<file path="config.mk">
export PLATFORM = sky130hd
export DESIGN_NAME = decision_unit
export DESIGN_NICKNAME = d
export VERILOG_FILES = /design/src/chase_pkg.sv /design/src/du_pkg.sv /design/src/du_lane_if.sv /design/src/decision_unit.sv /design/src/du_prior_select.sv /design/src/du_flip_table.sv /design/src/du_delay_line.sv
export VERILOG_INCLUDE_DIRS = /design/src
export SDC_FILE = /design/constraint.sdc
export NUM_CORES = 1
export LEC_CHECK = 0
export BUFFER_PORTS_ARGS = -buffer_cell sky130_fd_sc_hd__buf_2
export CORE_MARGIN = 2
export CORE_UTILIZATION = 59
export DETAILED_ROUTE_END_ITERATION = 10
export GPL_ROUTABILITY_DRIVEN = 0
export PLACE_DENSITY = 0.77
export SLEW_MARGIN = 10
export SYNTH_ARGS = -nofsm -noshare
export SYNTH_HDL_FRONTEND = slang
export SYNTH_HIERARCHICAL = 1
export SYNTH_SLANG_ARGS = --single-unit
</file>
<file path="constraint.sdc">
create_clock -name clk -period 6.8 [get_ports clk]
set_clock_uncertainty 0.15 [all_clocks]
set_input_delay 0 -clock clk [delete_from_list [all_inputs] [get_ports clk]]
set_output_delay 0 -clock clk [all_outputs]
set_load 0.05 [all_outputs]
</file>
<file path="src/du_macros.svh">
`ifndef DU_MACROS_SVH
`define DU_MACROS_SVH

// codeword positions carried by one beat.
`define DU_PARALLELISM 4

// alpha-location bits per position.
`define DU_SD_CORRECTABLE 3

// number of test patterns, 2 ** DU_SD_CORRECTABLE.
`define DU_TP_NUMS (1 << `DU_SD_CORRECTABLE)

// hard-decision delay in strobes, kept short for simulation.
// a full codeword would need codeword length over parallelism.
`define DU_DELAY_BEATS 8

`endif
</file>
<file path="src/chase_pkg.sv">
`include "du_macros.svh"

// code-side types of the chase decoder.
// these describe one codeword position, independent of how many
// positions the datapath handles per beat.
package chase_pkg;

    // alpha-location bits of one position.
    // bit 0 is a0, bit 1 is a1, bit 2 is a2 in the flip table.
    typedef logic [`DU_SD_CORRECTABLE-1:0] alpha_loc_t;

    // one bit per test pattern.
    // used as the select vector, where the lowest set bit wins,
    // and as the hard or soft pattern bits of a single position.
    typedef logic [`DU_TP_NUMS-1:0] tp_vec_t;

endpackage

</file>
<file path="src/du_pkg.sv">
`include "du_macros.svh"

// datapath types of the decision unit.
// one beat carries DU_PARALLELISM positions side by side,
// lane 0 in the low bits.
package du_pkg;

    import chase_pkg::*;

    // hard or soft pattern bits of a whole beat.
    typedef tp_vec_t [`DU_PARALLELISM-1:0] lane_tp_t;

    // alpha-location bits of a whole beat.
    typedef alpha_loc_t [`DU_PARALLELISM-1:0] lane_alpha_t;

    // final error-location flag, one bit per position.
    typedef logic [`DU_PARALLELISM-1:0] err_loc_t;

endpackage

</file>
<file path="src/du_lane_if.sv">
`timescale 1ns/1ps

// one aligned beat on its way into the selector.
// hard bits come from the delay line, the rest from the flip table.
interface du_lane_if;

    logic              valid;  // beat strobe.
    chase_pkg::tp_vec_t sel;   // test-pattern select vector.
    du_pkg::lane_tp_t  hd_pat; // delayed hard-decision bits.
    du_pkg::lane_tp_t  sd_pat; // soft-decision flip bits.

    modport hd_src (
        output hd_pat
    );

    modport sd_src (
        output valid,
        output sel,
        output sd_pat
    );

    modport sink (
        input valid,
        input sel,
        input hd_pat,
        input sd_pat
    );

endinterface

</file>
<file path="src/decision_unit.sv">
`timescale 1ns/1ps
`include "du_macros.svh"

// decision stage of the chase decoder, fifo-channel mode.
// hard-decision bits arrive DU_DELAY_BEATS strobes ahead of the
// alpha-location bits they belong to.
module decision_unit
    import chase_pkg::*, du_pkg::*;
(
    input  logic        clk,
    input  logic        rst,
    input  logic        in_valid,
    input  tp_vec_t     in_sel,
    input  lane_alpha_t in_alpha_loc,
    input  lane_tp_t    in_hd_err_loc,
    output logic        out_valid,
    output err_loc_t    out_err_loc
);

    du_lane_if lane_if ();

    du_delay_line #(
        .DEPTH (`DU_DELAY_BEATS)
    ) delay_line_i (
        .clk   (clk),
        .rst   (rst),
        .valid (in_valid),
        .din   (in_hd_err_loc),
        .lane  (lane_if.hd_src)
    );

    du_flip_table flip_table_i (
        .valid (in_valid),
        .sel   (in_sel),
        .alpha (in_alpha_loc),
        .lane  (lane_if.sd_src)
    );

    // one cycle from strobe to out_valid.
    du_prior_select prior_select_i (
        .clk         (clk),
        .rst         (rst),
        .lane        (lane_if.sink),
        .out_valid   (out_valid),
        .out_err_loc (out_err_loc)
    );

endmodule

</file>
<file path="src/du_prior_select.sv">
`timescale 1ns/1ps
`include "du_macros.svh"

// picks the test pattern named by the lowest set bit of sel, per lane,
// and registers hard xor soft of that pattern. a zero sel selects the
// default input, which gives a zero result.
module du_prior_select
    import chase_pkg::*, du_pkg::*;
(
    input  logic      clk,
    input  logic      rst,
    du_lane_if.sink   lane,
    output logic      out_valid,
    output err_loc_t  out_err_loc
);

    tp_vec_t  first_hot; // lowest set bit of sel, one-hot.
    err_loc_t result;

    // two's complement trick isolates the lowest set bit.
    assign first_hot = lane.sel & (~lane.sel + tp_vec_t'(1));

    always_comb begin
        tp_vec_t combined;

        result = '0;
        for (int j = 0; j < `DU_PARALLELISM; j++) begin
            combined  = lane.hd_pat[j] ^ lane.sd_pat[j];
            result[j] = |(combined & first_hot); // zero when sel is zero.
        end
    end

    always_ff @(posedge clk) begin
        if (rst) begin
            out_valid   <= 1'b0;
            out_err_loc <= '0;
        end else begin
            out_valid <= lane.valid;
            if (lane.valid) begin
                out_err_loc <= result; // hold until next beat.
            end
        end
    end

    // sel comes from the flip-table side of the interface.
    a_sel_known: assert property (
        @(posedge clk) disable iff (rst)
        lane.valid |-> !$isunknown(lane.sel)
    ) else $error("du_prior_select: unknown bits in sel");

endmodule

</file>
<file path="src/du_flip_table.sv">
`timescale 1ns/1ps
`include "du_macros.svh"

// soft-decision flip bits for every test pattern.
// each pattern flips a fixed subset of the least reliable bits,
// so its flip bit at a position is the xor of the alpha-location
// bits in that subset.
module du_flip_table
    import chase_pkg::*, du_pkg::*;
(
    input  logic        valid,
    input  tp_vec_t     sel,
    input  lane_alpha_t alpha,
    du_lane_if.sd_src   lane
);

    lane_tp_t flip;

    always_comb begin
        alpha_loc_t a;

        flip = '0;
        for (int j = 0; j < `DU_PARALLELISM; j++) begin
            a = alpha[j];
            flip[j][0] = 1'b0;                 // no flip.
            flip[j][1] = a[1];
            flip[j][2] = a[0] ^ a[1];
            flip[j][3] = a[0] ^ a[1] ^ a[2];   // all three.
            flip[j][4] = a[1] ^ a[2];
            flip[j][5] = a[2];
            flip[j][6] = a[0] ^ a[2];
            flip[j][7] = a[0];
        end
    end

    // strobe and select leave with the flip bits as one group.
    assign lane.valid  = valid;
    assign lane.sel    = sel;
    assign lane.sd_pat = flip;

endmodule

</file>
<file path="src/du_delay_line.sv">
`timescale 1ns/1ps
`include "du_macros.svh"

// holds hard-decision error-location beats until the matching
// alpha-location beat arrives. the line only moves on a strobe,
// so the delay is counted in beats and idle cycles are free.
module du_delay_line
    import chase_pkg::*, du_pkg::*;
#(
    parameter int unsigned DEPTH = `DU_DELAY_BEATS
) (
    input  logic            clk,
    input  logic            rst,
    input  logic            valid,
    input  lane_tp_t        din,
    du_lane_if.hd_src       lane
);

    lane_tp_t stage_q [DEPTH]; // stage 0 is the newest beat.

    always_ff @(posedge clk) begin
        if (rst) begin
            for (int i = 0; i < DEPTH; i++) begin
                stage_q[i] <= {`DU_PARALLELISM{tp_vec_t'(0)}}; // zero pattern in every lane.
            end
        end else if (valid) begin
            stage_q[0] <= din;
            for (int i = 1; i < DEPTH; i++) begin
                stage_q[i] <= stage_q[i-1]; // advance one place.
            end
        end
    end

    // oldest beat, entered DEPTH strobes ago.
    assign lane.hd_pat = stage_q[DEPTH-1];

    // an X taken in here would surface DEPTH beats later in the output.
    a_din_known: assert property (
        @(posedge clk) disable iff (rst)
        valid |-> !$isunknown(din)
    ) else $error("du_delay_line: unknown bits in hard beat");

endmodule

</file>
[Yosys cells after proc, flatten, opt, wreduce, memory -nomap -nowiden]
Memories as Yosys holds them, arrays and structs flattened.
Index checks and enable logic that the tools add are counted.
W data, S select, Z words.
Word-level totals
  register bits: 5
  memories: 1
  memory bits (writable): 256
Operators by class
  bitwise operators: 34
  reductions and logical operators: 4
  muxes and demuxes: 13
  add/sub/neg operators: 1
Memory list
  delay_line_i.stage_q: words 8, bits a word 32, read ports 8, clocked after memory_dff 0, wr ports 8, RTL line du_delay_line.sv:19  | lane_tp_t stage_q [DEPTH];
Operators by type and width (number)
  $mux W32: 8
  $and A8 B8 Y8: 5
  $reduce_or A8 Y1: 4
  $xor A8 B8 Y8: 4
  $xor A1 B1 Y1: 16
  $add A8 B1 Y8 const B: 1
  $not A8 Y8: 1
  $or A1 B1 Y1: 8
  $mux W1: 5

[Depth between registers and ports, before layout]
  depth after elaboration: 5
  depth in mapped cells: 5

[Hierarchy]
Netlist, hierarchy kept.
By module, submodules not included
  du_delay_line: times used 1, cells an instance 594, area each 10256.1 um^2
  du_prior_select: times used 1, cells an instance 83, area each 670.6 um^2
  du_flip_table: times used 1, cells an instance 42, area each 391.6 um^2

[Worst setup path before layout]
Ideal clock, no wire load.
  kind: in2reg
  from: input rst
  to: memory delay_line_i/stage_q[0][0] (netlist bit) (enable)
  data arrival time: 3454 ps
  data required time: 6139 ps
  setup slack: 2684 ps
  library setup time: 511 ps
  stages on the path: 3
  path through: buf_2 buf_2 or2_2
RTL lines
  start: declaration: RTL line decision_unit.sv:11  | input logic rst,
  end: declaration: RTL line du_delay_line.sv:19

[Worst setup path after layout]
  from: input in_sel[0]
  to: register prior_select_i.out_err_loc[1]
Between the ends
  cells in the longest elaborated chain, start to end: 5
Ends and longest elaborated chain
  start: declaration: RTL line decision_unit.sv:13  | input tp_vec_t in_sel,
  $not A8 Y8: RTL line du_prior_select.sv:21  | assign first_hot = lane.sel & (~lane.sel + tp_vec_t'(1));
  $add A8 B1 Y8: RTL line du_prior_select.sv:21
  $and A8 B8 Y8 (*): RTL line du_prior_select.sv:21
  $and A8 B8 Y8 (*): RTL line du_prior_select.sv:29  | result[j] = |(combined & first_hot);
  $reduce_or A8 Y1 (*): RTL line du_prior_select.sv:29
  end signal: assignment: RTL line du_prior_select.sv:40  | out_err_loc <= result;
  end: declaration: RTL line du_prior_select.sv:14  | output err_loc_t out_err_loc
Every way passes the cells marked *; elsewhere a longest branch is shown, timed or not.
A chain may end at the register's enable or synchronous reset.

==> flow_metrics.py <==
metrics = {
    "setup_path": {
        "cpMostUsedCell": "dlygate4sd3_1",
        "crit_path_top_delay_cell": "dlygate4sd3_1",
        "cp.depth": 9,
        "worst-path-buf-inv": 5,
        "required_ns": 7.10,
        "worstSetupStartpointType": "input pin",
        "reg2regPathDepth": 6,
        "worstSetupPathType": "in2reg",
        "reg2reg_slack_ns": 4.24,
        "worstSetupEndpointType": "flop",
        "critPathMaxStageDelay_ns": 0.66,
        "reg2reg_from": "delay_line_i/stage_q[0][249]",
        "cp_cell_sequence": "dlygate4sd3_1 -> buf_2 -> or4_4 -> nor2_1 -> dlygate4sd3_1 -> o21ai_0 -> dlygate4sd3_1 -> a311oi_1 -> dlygate4sd3_1",
        "crit_family": "buffers and inverters",
        "arrival_ns": 3.59,
        "r2r-end": "prior_select_i/out_err_loc[3]",
        "path_max_fanout": 8,
    },
    "clock_network": {
        "clock-root-buffer": "clkbuf_16",
        "clock_path_buffers": 3,
        "clk_latency_ns": 0.52,
        "tritoncts": "done",
        "post-cts-setup-buffers": 0,
        "cts.clk_slew.worst_paths_ns": 0.06,
        "numCtsBuffers": 27,
        "cts_max_level": 1,
        "cts_sinks": 261,
    },
    "synth": {
        "synthArstFlopShare_pct": 0,
        "yosysWarningCount": 6,
        "ys_seq_area_share_pct": 68.8,
        "synth_area_leaders": "edfxtp_1 68%, and3b_1 15%, buf_4 3.8%",
        "yosys_register_bits": 261,
        "syn_inst": 719,
        "yosysUniqueCellTypes": 24,
        "yosys.cell_count.top_type": "edfxtp_1",
        "synth_edf_count": 256,
        "synth.largest_area_cell": "edfxtp_1",
        "synth_top_area_share_pct": 67.9,
        "synth.cell_area_um2": 11300,
        "netlist_top_cells_count": "256 x edfxtp_1, 192 x and3b_1, 65 x nor2b_1",
        "synth_ff_type": "edfxtp_1",
        "syn_avg_cell_area_um2": 15.7,
    },
    "placement": {
        "pre_cts_slack_ns": 3.64,
        "port_buffers": 59,
        "place_hpwl_mm": 7.03,
        "placed_cells": 913,
    },
    "global_route": {
        "use_met2_pct": 26.8,
        "grt-ovfl-total": 0,
        "grt-busiest-layer": "met2",
        "antenna_found_initial": 0,
        "use_met1_pct": 17.8,
        "grt_use_met3_pct": 3.03,
        "grt_max_degree": 134,
        "grt_pass1_vias": 5257,
        "grt_usage_pct": 14.9,
        "grt_pass1_wl_mm": 24.5,
    },
    "drt": {
        "drt_iter0_markers": 382,
        "antenna_left": 0,
        "via_per_inst": 5.22,
        "drt_wl_total_mm": 14.8,
        "dr.pass1.iters": 6,
        "vias": 5268,
        "wire_per_inst_um": 14.7,
        "drc_errors": 0,
    },
    "layout": {
        "antenna_cells": 0,
        "stdcell_count": 1009,
        "areaGrowthSynthToFinish_pct": 11.1,
        "fin_nets": 810,
        "multi_input_area_um2": 2870,
        "fillers": 1254,
        "regArea_um2": 7790,
        "fin_util_pct": 67.0,
        "layout-drive-gt1-share_pct": 13.4,
    },
    "min_path": {
        "worstHoldStart": "in_valid",
        "holdPathEnd": "delay_line_i/stage_q[0][51]",
        "hold_class": "in2reg",
        "hold_depth": 2,
    },
    "sta": {
        "rsz0062_at_grt": "false",
        "min_period_ns": 3.29,
        "finalSetupViolations": 0,
        "setup_tns_ns": 0,
        "tightest_slew_ns": 1.07,
        "finalHoldViolCount": 0,
        "fin_ws_ns": 3.51,
        "relSlewSlack_pct": 28.9,
        "fmax_mhz": 304,
        "period_share_pct": 48.4,
        "slew_violations": 0,
    },
    "job": {
        "drv_cap": 0,
    },
    "floorplanning": {
        "row_count": 50,
        "core_area_um2": 18800,
        "die_y_um": 143,
        "dieArea_um2": 20300,
        "die_w_um": 143,
        "start_util_pct": 60.3,
        "io_pins": 60,
    },
    "power": {
        "p_leak_nw": 5.56,
        "ir_worst_vdd_uv": 248,
        "power_density_nw_per_um2": 275,
    },
    "status": {
        "status": "complete, no violations",
    },
}
[how the worst max path moves through the flow]
stage               startpoint                             to  slack (ns)
floorplan                  rst     delay_line_i/stage_q[0][0]        2.68
global placement           rst     delay_line_i/stage_q[0][0]        3.78
detailed placement         rst     delay_line_i/stage_q[0][3]        3.64
CTS                        rst   delay_line_i/stage_q[0][142]        3.61
global route               rst   delay_line_i/stage_q[0][164]        3.31
finish               in_sel[0]  prior_select_i/out_err_loc[1]        3.51
[registers in the layout (all words and copies together) (netlist names)]
register / count
delay_line_i/stage_q: 256
prior_select_i/out_err_loc: 4
prior_select_i/out_valid: 1
[worst reg2reg max path: stages, from the launching register on]
cell           delay (ns)
edfxtp_1             0.38
xnor2_1              0.25
o21ai_0              0.13
a211oi_1             0.24
dlygate4sd3_1        0.59
a311oi_1             0.11
dlygate4sd3_1        0.60
[layer usage]
layer,up-vias,share of wire (%)
li1,2651,-
met5,-,0
met2,134,50
met1,2435,42
met3,48,4.0
met4,0,4.0
[layout by cell type, fill, tap and decap left out, types with 3 or more instances in the layout]
| cell type | count |
|---|---|
| edfxtp_1 | 256 |
| and3b_1 | 192 |
| nor2b_1 | 65 |
| buf_2 | 57 |
| dlygate4sd3_1 | 47 |
| xor2_1 | 28 |
| clkbuf_16 | 27 |
| xnor2_1 | 16 |
| nor2_1 | 13 |
| clkbuf_1 | 10 |
| o21ai_0 | 8 |
| buf_4 | 5 |
| dfxtp_1 | 5 |
| clkbuf_8 | 4 |
| xor3_1 | 4 |
| conb_1 | 4 |
| o2bb2ai_1 | 4 |
| a211oi_1 | 4 |
| a22oi_1 | 4 |
| a311oi_1 | 4 |
| clkinv_2 | 3 |
| clkinv_1 | 3 |
[cell type report]
class                      count  share of cell area, %
multi-input combinational    354                   22.8
inverter                       1                 0.0298
clock buffer                  41                   6.11
clock inverter                 8                  0.368
tap                          234                   2.33
sequential                   261                   61.9
timing repair buffer         110                   6.40
[kinds of logic after synthesis]
kind of cell,count (synthesis),synth area share (%)
simple gates,278,19.5
other cells,1,0.0331
compound gates,24,1.50
buf+inv,107,5.94
flops,261,68.8
xor+xnor,48,4.24
[power by group]
part | internal, mW | switching [mW] | leakage [nW]
combinational | 0.102 | 0.118 | 2.30
sequential | 1.88 | 0.0251 | 2.86
clock | 0.777 | 0.551 | 0.400
total | 2.76 | 0.694 | 5.56
[per-stage QoR]
step / hold slack, ns / total power [mW] / instance area, µm²
2_1_floorplan: -0.0784 / 2.12 / 11300
3_3_place_gp: 0.162 / 2.12 / 11300
3_5_place_dp: 0.165 / 2.14 / 11300
4_1_cts: 0.0847 / 3.49 / 12600
5_1_grt: 0.137 / 3.60 / 12600
6_report: 0.0845 / 3.46 / 12600
[what timing repair did]
item | 4_1_cts | 5_1_grt
hold endpoints to repair | 95 | 0
gates resized for setup | 0 | 0
hold buffers | 47 | 0
Note: power is estimated with default switching activity, not from simulation.
